$ cat config.mk
export PLATFORM = sky130hd
export DESIGN_NAME = adc_scan_top
export DESIGN_NICKNAME = d
export VERILOG_FILES = /design/src/logic/adc_scan_pkg.sv /design/src/logic/adc_scan_top.sv /design/src/logic/apb_regs.sv /design/src/logic/convst_pacer.sv /design/src/logic/scan_sequencer.sv /design/src/logic/spi_master.sv
export VERILOG_INCLUDE_DIRS = /design/src /design/src/logic
export SDC_FILE = /design/constraint.sdc
export NUM_CORES = 1
export LEC_CHECK = 0
export BUFFER_PORTS_ARGS = -buffer_cell sky130_fd_sc_hd__buf_4
export CAP_MARGIN = 20
export CELL_PAD_IN_SITES_DETAIL_PLACEMENT = 0
export CELL_PAD_IN_SITES_GLOBAL_PLACEMENT = 1
export CORE_UTILIZATION = 51
export DETAILED_ROUTE_END_ITERATION = 8
export PLACE_DENSITY_LB_ADDON = 0.1
export SETUP_SLACK_MARGIN = 0.5
export SLEW_MARGIN = 20
export SYNTH_ARGS = -nofsm -noshare
export SYNTH_HDL_FRONTEND = slang
export SYNTH_SLANG_ARGS = --single-unit
$ cat constraint.sdc
create_clock -name CLK_66 -period 3.4 [get_ports CLK_66]
set_input_delay 0.17 -clock CLK_66 [delete_from_list [all_inputs] [get_ports CLK_66]]
set_output_delay 0.17 -clock CLK_66 [all_outputs]
set_load 0.05 [all_outputs]
$ cat src/logic/adc_scan_config.svh
// register map, SPI clock divider, delay reset value and CNVST pulse length
// for the ADC scan controller
`ifndef ADC_SCAN_CONFIG_SVH
`define ADC_SCAN_CONFIG_SVH

// CLK_66 cycles per SCLK half period
`define ADC_SCAN_SPI_DIV 4

// delay register value out of reset
`define ADC_SCAN_DELAY_RESET 16'h0040

// CNVST low time in CLK_66 cycles
`define ADC_SCAN_CNVST_CYCLES 2

// --------------------
// APB byte offsets
// buffer occupies four words from 0x10
`define ADC_SCAN_ADDR_SETUP  8'h00
`define ADC_SCAN_ADDR_DELAY  8'h04
`define ADC_SCAN_ADDR_CTRL   8'h08
`define ADC_SCAN_ADDR_STATUS 8'h0C
`define ADC_SCAN_ADDR_BUF    8'h10

`endif

$ cat src/logic/adc_scan_pkg.sv
// data types and state encodings shared by the ADC scan controller
package adc_scan_pkg;

	// --------------------
	// data types
	typedef logic [7:0]  byte_t;
	typedef logic [9:0]  sample_t;
	typedef logic [1:0]  chan_t;
	typedef logic [15:0] delay_t;
	typedef logic [7:0]  apb_addr_t;
	typedef logic [31:0] apb_data_t;

	// --------------------
	// state machines
	// literals carry a prefix since all enums share the package scope
	typedef enum logic [2:0] {
		SEQ_IDLE,
		SEQ_SEND_SETUP,
		SEQ_WAIT_EOC,
		SEQ_READ_MSB,
		SEQ_READ_LSB,
		SEQ_STORE,
		SEQ_SCAN_DONE
	} seq_state_e;

	typedef enum logic [1:0] {PACE_STOPPED, PACE_COUNT, PACE_PULSE, PACE_WAIT_SCAN} pacer_state_e;

	typedef enum logic [1:0] {SPI_IDLE, SPI_SHIFT, SPI_FINISH} spi_state_e;

endpackage

$ cat src/logic/adc_scan_top.sv
// top level of the ADC scan controller
// APB register block, conversion pacer, scan sequencer and SPI master
`timescale 1ns/1ps

module adc_scan_top (
	input  logic                    CLK_66,
	input  logic                    RST,
	// APB slave
	input  adc_scan_pkg::apb_addr_t paddr,
	input  logic                    psel,
	input  logic                    penable,
	input  logic                    pwrite,
	input  adc_scan_pkg::apb_data_t pwdata,
	output adc_scan_pkg::apb_data_t prdata,
	output logic                    pready,
	output logic                    pslverr,
	// ADC pins
	output logic                    adc_mosi,
	output logic                    adc_sclk,
	input  logic                    adc_miso,
	output logic                    adc_cs_n,
	output logic                    adc_cnvst_n,
	input  logic                    adc_eoc_n
);

	// --------------------
	// register block to sequencer and pacer
	logic                        setup_req;
	logic                        setup_ack;
	adc_scan_pkg::byte_t         setup_byte;
	adc_scan_pkg::chan_t         last_chan;
	logic                        run;
	adc_scan_pkg::delay_t        delay;

	// sample path back into the buffer
	logic                        sample_valid;
	adc_scan_pkg::chan_t         sample_chan;
	adc_scan_pkg::sample_t       sample;
	logic                        scan_done;
	logic                        conv_start;

	// byte handshake with the SPI master
	logic                        spi_start;
	adc_scan_pkg::byte_t         spi_tx;
	logic                        spi_done;
	adc_scan_pkg::byte_t         spi_rx;
	logic                        spi_busy;

	apb_regs regs_i (.CLK_66, .RST, .paddr, .psel, .penable, .pwrite, .pwdata,
		.setup_ack, .sample_valid, .sample_chan, .sample, .scan_done, .spi_busy,
		.prdata, .pready, .pslverr, .setup_req, .setup_byte, .last_chan, .run, .delay);

	convst_pacer pacer_i (.CLK_66, .RST, .run, .delay, .scan_done, .adc_cnvst_n, .conv_start);

	scan_sequencer seq_i (.CLK_66, .RST, .setup_req, .setup_byte, .last_chan, .conv_start,
		.adc_eoc_n, .spi_done, .spi_rx, .setup_ack, .spi_start, .spi_tx, .sample_valid,
		.sample_chan, .sample, .scan_done);

	spi_master spi_i (.CLK_66, .RST, .spi_start, .spi_tx, .adc_miso, .spi_done, .spi_rx,
		.spi_busy, .adc_sclk, .adc_mosi, .adc_cs_n);

endmodule

$ cat src/logic/apb_regs.sv
// APB slave with setup, delay, control and status registers
// plus the four-word sample buffer
`timescale 1ns/1ps
`include "adc_scan_config.svh"

module apb_regs (
	input  logic                    CLK_66,
	input  logic                    RST,
	input  adc_scan_pkg::apb_addr_t paddr,
	input  logic                    psel,
	input  logic                    penable,
	input  logic                    pwrite,
	input  adc_scan_pkg::apb_data_t pwdata,
	input  logic                    setup_ack,
	input  logic                    sample_valid,
	input  adc_scan_pkg::chan_t     sample_chan,
	input  adc_scan_pkg::sample_t   sample,
	input  logic                    scan_done,
	input  logic                    spi_busy,
	output adc_scan_pkg::apb_data_t prdata,
	output logic                    pready,
	output logic                    pslverr,
	output logic                    setup_req,
	output adc_scan_pkg::byte_t     setup_byte,
	output adc_scan_pkg::chan_t     last_chan,
	output logic                    run,
	output adc_scan_pkg::delay_t    delay
);

	logic                  access;
	logic                  buf_hit;
	logic                  ro_hit;
	logic                  in_map;
	logic                  wr_en;
	logic [7:0]            frame_cnt;
	adc_scan_pkg::sample_t sample_buf [4];

	// --------------------
	// address decode
	assign access  = psel && penable;
	assign buf_hit = ((paddr & 8'hF0) == `ADC_SCAN_ADDR_BUF) && (paddr[1:0] == 2'b00);
	assign ro_hit  = buf_hit || (paddr == `ADC_SCAN_ADDR_STATUS);
	assign in_map  = ro_hit || (paddr == `ADC_SCAN_ADDR_SETUP) ||
		(paddr == `ADC_SCAN_ADDR_DELAY) || (paddr == `ADC_SCAN_ADDR_CTRL);

	// no wait states, error on unmapped or read-only target
	assign pready  = 1'b1;
	assign pslverr = access && (!in_map || (pwrite && ro_hit));
	assign wr_en   = access && pwrite && !pslverr;

	// --------------------
	// register writes
	always_ff @(posedge CLK_66 or negedge RST)
	begin
		if (!RST)
		begin
			setup_req  <= 1'b0;
			setup_byte <= '0;
			last_chan  <= '0;
			run        <= 1'b0;
			delay      <= `ADC_SCAN_DELAY_RESET;
		end
		else
		begin
			// new write wins over the ack of an older byte
			if (wr_en && (paddr == `ADC_SCAN_ADDR_SETUP))
			begin
				setup_byte <= pwdata[7:0];
				setup_req  <= 1'b1;
				// bit 7 selects a scan, bits 4:3 give its last channel
				if (pwdata[7])
					last_chan <= pwdata[4:3];
			end
			else if (setup_ack)
				setup_req <= 1'b0;
			if (wr_en && (paddr == `ADC_SCAN_ADDR_DELAY))
				delay <= pwdata[15:0];
			// stop bit overrides start
			if (wr_en && (paddr == `ADC_SCAN_ADDR_CTRL))
			begin
				if (pwdata[1])
					run <= 1'b0;
				else if (pwdata[0])
					run <= 1'b1;
			end
		end
	end

	// frame counter and sample buffer
	always_ff @(posedge CLK_66 or negedge RST)
	begin
		if (!RST)
		begin
			frame_cnt <= '0;
			for (int i = 0; i < 4; i++)
				sample_buf[i] <= '0;
		end
		else
		begin
			if (scan_done)
				frame_cnt <= frame_cnt + 8'd1;
			if (sample_valid)
				sample_buf[sample_chan] <= sample;
		end
	end

	// --------------------
	// read mux, only during a read access
	always_comb
	begin
		prdata = '0;
		if (access && !pwrite)
		begin
			if (buf_hit)
				prdata = {22'd0, sample_buf[paddr[3:2]]};
			else if (paddr == `ADC_SCAN_ADDR_SETUP)
				prdata = {24'd0, setup_byte};
			else if (paddr == `ADC_SCAN_ADDR_DELAY)
				prdata = {16'd0, delay};
			else if (paddr == `ADC_SCAN_ADDR_CTRL)
				prdata = {31'd0, run};
			else if (paddr == `ADC_SCAN_ADDR_STATUS)
				prdata = {16'd0, frame_cnt, 5'd0, setup_req, spi_busy, run};
		end
	end

endmodule

$ cat src/logic/convst_pacer.sv
// conversion pacer: delay counter and two-cycle CNVST pulse
`timescale 1ns/1ps
`include "adc_scan_config.svh"

module convst_pacer (
	input  logic                 CLK_66,
	input  logic                 RST,
	input  logic                 run,
	input  adc_scan_pkg::delay_t delay,
	input  logic                 scan_done,
	output logic                 adc_cnvst_n,
	output logic                 conv_start
);

	adc_scan_pkg::pacer_state_e state;
	adc_scan_pkg::delay_t       delay_cnt;
	logic [3:0]                 pulse_cnt;

	always_ff @(posedge CLK_66 or negedge RST)
	begin
		if (!RST)
		begin
			state       <= adc_scan_pkg::PACE_STOPPED;
			delay_cnt   <= '0;
			pulse_cnt   <= '0;
			adc_cnvst_n <= 1'b1;
			conv_start  <= 1'b0;
		end
		else
		begin
			conv_start <= 1'b0;
			case (state)
				adc_scan_pkg::PACE_STOPPED:
				begin
					adc_cnvst_n <= 1'b1;
					delay_cnt   <= '0;
					if (run)
						state <= adc_scan_pkg::PACE_COUNT;
				end
				// stop drops the count right away
				adc_scan_pkg::PACE_COUNT:
				begin
					if (!run)
						state <= adc_scan_pkg::PACE_STOPPED;
					else if (delay_cnt == delay)
					begin
						// CNVST low and start strobe on the same edge
						adc_cnvst_n <= 1'b0;
						conv_start  <= 1'b1;
						pulse_cnt   <= '0;
						state       <= adc_scan_pkg::PACE_PULSE;
					end
					else
						delay_cnt <= delay_cnt + 16'd1;
				end
				// pulse always runs its full length once started
				adc_scan_pkg::PACE_PULSE:
				begin
					pulse_cnt <= pulse_cnt + 4'd1;
					if (pulse_cnt == 4'(`ADC_SCAN_CNVST_CYCLES - 1))
					begin
						adc_cnvst_n <= 1'b1;
						state       <= adc_scan_pkg::PACE_WAIT_SCAN;
					end
				end
				// hold off until the sequencer has read every channel
				default:
				begin
					delay_cnt <= '0;
					if (scan_done)
						state <= run ? adc_scan_pkg::PACE_COUNT : adc_scan_pkg::PACE_STOPPED;
				end
			endcase
		end
	end

endmodule

$ cat src/logic/scan_sequencer.sv
// scan sequencer: setup byte transfer, EOC wait, channel byte pair reads
// and 10-bit sample assembly
`timescale 1ns/1ps

module scan_sequencer (
	input  logic                  CLK_66,
	input  logic                  RST,
	input  logic                  setup_req,
	input  adc_scan_pkg::byte_t   setup_byte,
	input  adc_scan_pkg::chan_t   last_chan,
	input  logic                  conv_start,
	input  logic                  adc_eoc_n,
	input  logic                  spi_done,
	input  adc_scan_pkg::byte_t   spi_rx,
	output logic                  setup_ack,
	output logic                  spi_start,
	output adc_scan_pkg::byte_t   spi_tx,
	output logic                  sample_valid,
	output adc_scan_pkg::chan_t   sample_chan,
	output adc_scan_pkg::sample_t sample,
	output logic                  scan_done
);

	adc_scan_pkg::seq_state_e state;
	logic                     eoc_q;
	logic                     conv_pend;
	adc_scan_pkg::chan_t      chan;
	adc_scan_pkg::chan_t      last_q;
	logic [3:0]               msb_q;

	// --------------------
	// single EOC register stage
	always_ff @(posedge CLK_66 or negedge RST)
	begin
		if (!RST)
			eoc_q <= 1'b1;
		else
			eoc_q <= adc_eoc_n;
	end

	// --------------------
	// payload, updated on handshakes only
	always_ff @(posedge CLK_66)
	begin
		if (state == adc_scan_pkg::SEQ_IDLE)
			spi_tx <= setup_byte;
		else
			spi_tx <= 8'h00;
		if ((state == adc_scan_pkg::SEQ_READ_MSB) && spi_done)
			msb_q <= spi_rx[3:0];
		// low nibble of first byte, then top six bits of second
		if ((state == adc_scan_pkg::SEQ_READ_LSB) && spi_done)
			sample <= {msb_q, spi_rx[7:2]};
	end

	// --------------------
	// main FSM
	always_ff @(posedge CLK_66 or negedge RST)
	begin
		if (!RST)
		begin
			state        <= adc_scan_pkg::SEQ_IDLE;
			conv_pend    <= 1'b0;
			chan         <= '0;
			last_q       <= '0;
			sample_chan  <= '0;
			setup_ack    <= 1'b0;
			spi_start    <= 1'b0;
			sample_valid <= 1'b0;
			scan_done    <= 1'b0;
		end
		else
		begin
			setup_ack    <= 1'b0;
			spi_start    <= 1'b0;
			sample_valid <= 1'b0;
			scan_done    <= 1'b0;
			// hold a conversion start that lands during a setup transfer
			if (conv_start)
				conv_pend <= 1'b1;
			case (state)
				adc_scan_pkg::SEQ_IDLE:
				begin
					// skip the ack cycle, req is still high there
					if (setup_req && !setup_ack)
					begin
						spi_start <= 1'b1;
						state     <= adc_scan_pkg::SEQ_SEND_SETUP;
					end
					else if (conv_start || conv_pend)
					begin
						conv_pend <= 1'b0;
						last_q    <= last_chan;
						chan      <= '0;
						state     <= adc_scan_pkg::SEQ_WAIT_EOC;
					end
				end
				adc_scan_pkg::SEQ_SEND_SETUP:
				begin
					if (spi_done)
					begin
						setup_ack <= 1'b1;
						state     <= adc_scan_pkg::SEQ_IDLE;
					end
				end
				adc_scan_pkg::SEQ_WAIT_EOC:
				begin
					if (!eoc_q)
					begin
						spi_start <= 1'b1;
						state     <= adc_scan_pkg::SEQ_READ_MSB;
					end
				end
				adc_scan_pkg::SEQ_READ_MSB:
				begin
					if (spi_done)
					begin
						spi_start <= 1'b1;
						state     <= adc_scan_pkg::SEQ_READ_LSB;
					end
				end
				adc_scan_pkg::SEQ_READ_LSB:
				begin
					if (spi_done)
					begin
						sample_valid <= 1'b1;
						sample_chan  <= chan;
						state        <= adc_scan_pkg::SEQ_STORE;
					end
				end
				// next channel or end of scan
				adc_scan_pkg::SEQ_STORE:
				begin
					if (chan == last_q)
					begin
						scan_done <= 1'b1;
						state     <= adc_scan_pkg::SEQ_SCAN_DONE;
					end
					else
					begin
						chan      <= chan + 2'd1;
						spi_start <= 1'b1;
						state     <= adc_scan_pkg::SEQ_READ_MSB;
					end
				end
				default:
					state <= adc_scan_pkg::SEQ_IDLE;
			endcase
		end
	end

endmodule

$ cat src/logic/spi_master.sv
// mode-0 SPI master, one byte per request with chip select framing
`timescale 1ns/1ps
`include "adc_scan_config.svh"

module spi_master (
	input  logic                CLK_66,
	input  logic                RST,
	input  logic                spi_start,
	input  adc_scan_pkg::byte_t spi_tx,
	input  logic                adc_miso,
	output logic                spi_done,
	output adc_scan_pkg::byte_t spi_rx,
	output logic                spi_busy,
	output logic                adc_sclk,
	output logic                adc_mosi,
	output logic                adc_cs_n
);

	adc_scan_pkg::spi_state_e state;
	adc_scan_pkg::byte_t      tx_shift;
	logic [7:0]               div_cnt;
	logic [2:0]               bit_cnt;

	// MSB first straight off the shift register
	assign adc_mosi = tx_shift[7];
	assign spi_busy = (state != adc_scan_pkg::SPI_IDLE);

	// receive shifter, sampled on rising SCLK
	always_ff @(posedge CLK_66)
	begin
		if ((state == adc_scan_pkg::SPI_SHIFT) && !adc_sclk &&
			(div_cnt == 8'(`ADC_SCAN_SPI_DIV - 1)))
			spi_rx <= {spi_rx[6:0], adc_miso};
	end

	always_ff @(posedge CLK_66 or negedge RST)
	begin
		if (!RST)
		begin
			state    <= adc_scan_pkg::SPI_IDLE;
			tx_shift <= '0;
			div_cnt  <= '0;
			bit_cnt  <= '0;
			adc_sclk <= 1'b0;
			adc_cs_n <= 1'b1;
			spi_done <= 1'b0;
		end
		else
		begin
			spi_done <= 1'b0;
			case (state)
				adc_scan_pkg::SPI_IDLE:
				begin
					if (spi_start)
					begin
						// CS low one cycle after the request
						tx_shift <= spi_tx;
						div_cnt  <= '0;
						bit_cnt  <= '0;
						adc_sclk <= 1'b0;
						adc_cs_n <= 1'b0;
						state    <= adc_scan_pkg::SPI_SHIFT;
					end
				end
				adc_scan_pkg::SPI_SHIFT:
				begin
					if (div_cnt == 8'(`ADC_SCAN_SPI_DIV - 1))
					begin
						div_cnt  <= '0;
						adc_sclk <= !adc_sclk;
						// falling edge moves MOSI to the next bit
						if (adc_sclk)
						begin
							if (bit_cnt == 3'd7)
								state <= adc_scan_pkg::SPI_FINISH;
							else
							begin
								bit_cnt  <= bit_cnt + 3'd1;
								tx_shift <= {tx_shift[6:0], 1'b0};
							end
						end
					end
					else
						div_cnt <= div_cnt + 8'd1;
				end
				// CS release and done strobe together
				default:
				begin
					adc_cs_n <= 1'b1;
					spi_done <= 1'b1;
					state    <= adc_scan_pkg::SPI_IDLE;
				end
			endcase
		end
	end

endmodule

==> results <==
- The final total power is around 4300 µW.
- The first-pass iteration count of the detailed router is 4.
- The worst-case register-to-register setup slack is 0.80 ns.
- The start-to-end type of the worst setup path is reg2reg.
- The post-synthesis sequential area ratio is 53.99%.
- Measured in cells, the most critical reg-to-reg path has a length of 6.
- The internal power of the cells totals 3239 µW.
- The start point of the worst hold path is pwdata[3].
- The type of destination of the critical path is a flip-flop.
- The routing usage on met1 is 31.94%.
- The synthesized netlist contains 67 unique library cells.
- The type of the worst min-delay path is in2reg.
- In the synthesized netlist the dominant register cell turns out to be sky130_fd_sc_hd__dfrtp_1.
- The global route total overflow is 0.
- For this run, design rule violations remaining after detail routing come to 0.
- The standard cell core area is 15,200 µm².
- Detailed routing inserted a total of between 5,000 and 6,000 vias.
- The post-synthesis register bit count is around 170.
- In this run the biggest area consumer among cell types represents between 40% and 50% of the synthesized area.
- The net count of the finished layout is approximately 800.
- The area added between synthesis and finish is 16.21%.
- The final-report hold violation count is 0.
- The count of buffers inserted at the top-level ports is slightly above 50.
- The TritonCTS buffer count is 17.
- The launch point of the worst reg-to-reg path is spi_i.div_cnt[0].
- The worst hold path cell count is 2.
- The number of clock sinks seen by CTS is roughly 170.
- The synthesized cell area is about 8000 µm².
- The average instance in the mapped netlist occupies between 10 and 15 µm².
- The chip height is around 130 µm.
- The number of max-slew violations in the final report is 0.
- STA classifies the critical path startpoint as a flip-flop.
- The post-synthesis adder-cell area fraction is between 1 and 1.5%.
- Setup violations remaining at the end of the flow were counted as 0.
- After routing, the total negative slack on setup checks comes to 0 ns.
- Counting flops with an async set or reset pin after synthesis yields a share of between 80% and 90%.
- The cell type contributing the most total cell area after synthesis is sky130_fd_sc_hd__dfrtp_1.
- The worst-skew pair later-pin latency is between 0.4 and 0.5 ns.
- Summed over all nets, the switching power comes to just over 1000 µW.
- The congestion estimate from routability-driven global placement came to ~0.81.
- met2 is the most crowded layer.
- The number of antenna violations at the first check in global routing is 0.
- The capture endpoint of the worst hold path is regs_i.delay[3].
- The shortest clock period the worst path allows after layout is approximately 2.6 ns.
- The total number of yosys warnings is 0.
- Dividing the final minimum period by the clock period gives around 76%.
- The count of fill cells added during filler insertion is 1,223.
- Multiplexer cells account for ~15% of the synthesized area.
- The area of the die is between 15,000 and 20,000 µm².
- The area share of xor/xnor cells in the synthesized design is around 3.4%.
- In this run the core area contains 45 standard-cell rows.
- The analysis attributes to cell leakage a power of 0.004197 µW.
- The combinational group share of total power is approximately 4.5%.
- The via count of the first global-routing pass is ~5,500.
- The required time of the critical path is 3.75 ns.
- Global routing used 37.82% of the available met2 tracks.
- The clock network is responsible for a little under half of the overall power.
- The number of buffers between clock root and the deepest sink is 2.
- Along the worst path, the maximum fanout reaches 22.
- For this design the top-level I/O count stands at 85.
- In the routed layout, each cell is associated on average with a via count of 5.744.
- The total routed wirelength is 17.34 mm.
- By area, the combinational part of the netlist is dominated by multiplexers.
- The share of final-layout standard cells stronger than drive strength 1 is 24.80%.
- The post-detailed-route wirelength per cell is 18.25 µm.
- The clock tree synthesis step divided the H-tree into 4 levels.
- The detailed-placement wirelength estimate is 12.10 mm.
- Entering global routing, the biggest net connects roughly 110 pins.
- The endpoint identified for the worst register-to-register timing path is spi_i.bit_cnt[1].
- Net switching is approximately a quarter of the power.
- In this run the remaining antenna-violating nets after routing total 0.
- The die is about 130 µm wide.
- Setup repair after global routing left no endpoint under its margin.
- In this run, post-CTS hold repair placed 17 buffers.
- The transition time of the tightest slew-check pin is around 0.9 ns.
- Yosys attributes the largest share of cell area to sky130_fd_sc_hd__dfrtp_1 (42%), sky130_fd_sc_hd__mux2_2 (9.7%), sky130_fd_sc_hd__edfxtp_1 (8.3%).
- The first global-routing pass estimated roughly 29 mm of wire.
- The synthesized netlist devotes 13.53% of its cell area to simple gates.
- Static timing analysis puts the maximum clock frequency at about 0.38 GHz.
- Global routing used roughly 4.7% of the available met3 tracks.
- IR analysis of the VDD net gives a maximum drop of between 500 and 600 µV.
- The cell count after synthesis is roughly 700.
- The areal power density over the cells is between 400 and 500 nW/µm².
- The CTS tree is done.
- The number of buffers inserted by post-CTS setup repair is 0.
- The number of cells upsized or downsized after cts is 0.
- The max-slew headroom at the worst pin is between 30 and 40%.
- The initial cell density of the core is a little over half.
- Across the run, the number of max-cap violations was 0.
- After the first detailed-routing iteration, the DRC count stood at 355.
- After clock tree synthesis, the clock-pin slew on the worst setup and hold paths is roughly 0.070 ns.
- The number of enable flip-flop cells after synthesis is 22.
- The clock arrives with around 0.009 ns of skew.
- The sequential fraction of design power is around half.
- The compound-cell area share of the yosys netlist is a little over 9%.
- The run finished with clean final reports.
- The total global routing track utilization is a little under a quarter.
- The clock root buffer is sky130_fd_sc_hd__clkbuf_16.
- The diode insertion count for antenna repair is 0.
- Data on the critical path arrives at its endpoint at just under 3 ns.
[cell families after synthesis]
logic type | count (synthesis)
flip-flops | 169
XOR/XNOR | 31
buffers and inverters | 62
other | 2
multiplexers | 96
AO/OA/AOI/OAI | 107
AND/OR/NAND/NOR | 210
adder cells (fa/ha/maj) | 7
[registers in the layout, summed over array words and instances (netlist names), 2 cells and up]
name / count
regs_i.sample_buf: 40
pacer_i.delay_cnt: 16
regs_i.delay: 16
seq_i.sample: 10
regs_i.frame_cnt: 8
regs_i.setup_byte: 8
seq_i.spi_tx: 8
spi_i.div_cnt: 8
spi_i.spi_rx: 8
spi_i.tx_shift: 8
pacer_i.pulse_cnt: 4
seq_i.msb_q: 4
seq_i.state: 3
spi_i.bit_cnt: 3
pacer_i.state: 2
regs_i.last_chan: 2
seq_i.chan: 2
seq_i.last_q: 2
seq_i.sample_chan: 2
spi_i.state: 2
[routing by layer]
| metal | routed length (µm) | vias to the layer above | part of all wire (%) |
|---|---|---|---|
| li1 | - | 2571 | - |
| met1 | 8030 | 2745 | 46 |
| met2 | 8347 | 121 | 48 |
| met3 | 698 | 20 | 4.0 |
| met4 | 265 | 0 | 1.5 |
| met5 | 0 | - | 0 |
[power groups by stage]
stage	clock network (µW)	logic (µW)	registers, µW
global placement	0	174	2100
finish	2020	190	2060
floorplan	0	108	2090
detailed placement	0	176	2100
global route	2150	207	2060
CTS	2060	192	2060
[stage by stage]
step,hold slack (ns),utilization [%],cell area (µm²),std cells,setup WS (ns)
final,0.02199,60.95,9265,950,0.8011
after global routing,0.003793,60.95,9265,950,0.5387
after CTS,0.005324,60.93,9263,950,0.7888
after detailed placement,0.2795,55.73,8472,901,0.7863
after global placement,0.2796,55.73,8472,901,0.9008
after floorplan,-0.1256,-,8029,699,1.011
[synthesized netlist by cell type (8+ instances only)]
library cell	n
sky130_fd_sc_hd__a21oi_1	22
sky130_fd_sc_hd__a22oi_1	9
sky130_fd_sc_hd__a31oi_1	9
sky130_fd_sc_hd__and2_1	10
sky130_fd_sc_hd__and3_1	9
sky130_fd_sc_hd__buf_4	18
sky130_fd_sc_hd__clkbuf_1	19
sky130_fd_sc_hd__dfrtp_1	135
sky130_fd_sc_hd__dfxtp_1	8
sky130_fd_sc_hd__edfxtp_1	22
sky130_fd_sc_hd__inv_1	15
sky130_fd_sc_hd__mux2_1	10
sky130_fd_sc_hd__mux2_2	69
sky130_fd_sc_hd__mux4_2	10
sky130_fd_sc_hd__nand2_1	63
sky130_fd_sc_hd__nand3_1	20
sky130_fd_sc_hd__nand4_1	12
sky130_fd_sc_hd__nor2_1	49
sky130_fd_sc_hd__o21ai_0	25
sky130_fd_sc_hd__xnor2_1	24
[worst max path at each step]
| stage | depth (start not counted) | endpoint | slack (ns) | from |
|---|---|---|---|---|
| after floorplan | 5 | prdata[1] | 1.01 | paddr[7] |
| after global placement | 6 | spi_i.tx_shift[0] | 0.90 | spi_i.div_cnt[0] |
| after detailed placement | 6 | spi_i.bit_cnt[1] | 0.79 | spi_i.div_cnt[0] |
| after CTS | 6 | spi_i.bit_cnt[1] | 0.79 | spi_i.div_cnt[0] |
| after global routing | 6 | spi_i.bit_cnt[0] | 0.54 | spi_i.div_cnt[0] |
| final | 6 | spi_i.bit_cnt[1] | 0.80 | spi_i.div_cnt[0] |
[area by class of cell]
type | count | area, µm² | area share [%]
sequential | 169 | 4304 | 46.46
inverter | 15 | 56.30 | 0.6077
timing repair buffer | 78 | 634.4 | 6.847
multi-input combinational | 468 | 3415 | 36.85
tap | 188 | 235.2 | 2.539
clock buffer | 17 | 425.4 | 4.591
clock inverter | 15 | 195.2 | 2.107
[critical path, cell delays in order (launching register included)]
cell                      delay, ns
sky130_fd_sc_hd__dfrtp_1       0.38
sky130_fd_sc_hd__ha_1          0.22
sky130_fd_sc_hd__or4b_4        0.50
sky130_fd_sc_hd__o41ai_4       0.40
sky130_fd_sc_hd__nor3b_4       0.75
sky130_fd_sc_hd__nand3_1       0.16
sky130_fd_sc_hd__o21ai_1       0.11
[cells in the final DEF, fill, tap and decap left out, types with 7 or more instances in the layout]
master,netlist,routed
sky130_fd_sc_hd__buf_4,18,60
sky130_fd_sc_hd__a31oi_1,9,9
sky130_fd_sc_hd__xnor2_1,24,24
sky130_fd_sc_hd__mux2_1,10,10
sky130_fd_sc_hd__xor2_1,7,7
sky130_fd_sc_hd__a21oi_1,22,22
sky130_fd_sc_hd__o21ai_0,25,25
sky130_fd_sc_hd__mux2_2,69,69
sky130_fd_sc_hd__mux4_2,10,10
sky130_fd_sc_hd__edfxtp_1,22,22
sky130_fd_sc_hd__nor2_1,49,49
sky130_fd_sc_hd__mux2i_1,7,7
sky130_fd_sc_hd__and2_1,10,10
sky130_fd_sc_hd__nand4_1,12,12
sky130_fd_sc_hd__nand2_1,63,63
sky130_fd_sc_hd__clkbuf_16,0,17
sky130_fd_sc_hd__conb_1,2,17
sky130_fd_sc_hd__ha_1,7,7
sky130_fd_sc_hd__dlygate4sd3_1,0,17
sky130_fd_sc_hd__dfxtp_1,8,8
sky130_fd_sc_hd__a22oi_1,9,9
sky130_fd_sc_hd__and3_1,9,9
sky130_fd_sc_hd__dfrtp_1,135,135
sky130_fd_sc_hd__inv_1,15,15
sky130_fd_sc_hd__nand3_1,20,20
Power figures use the tool's default switching activity.
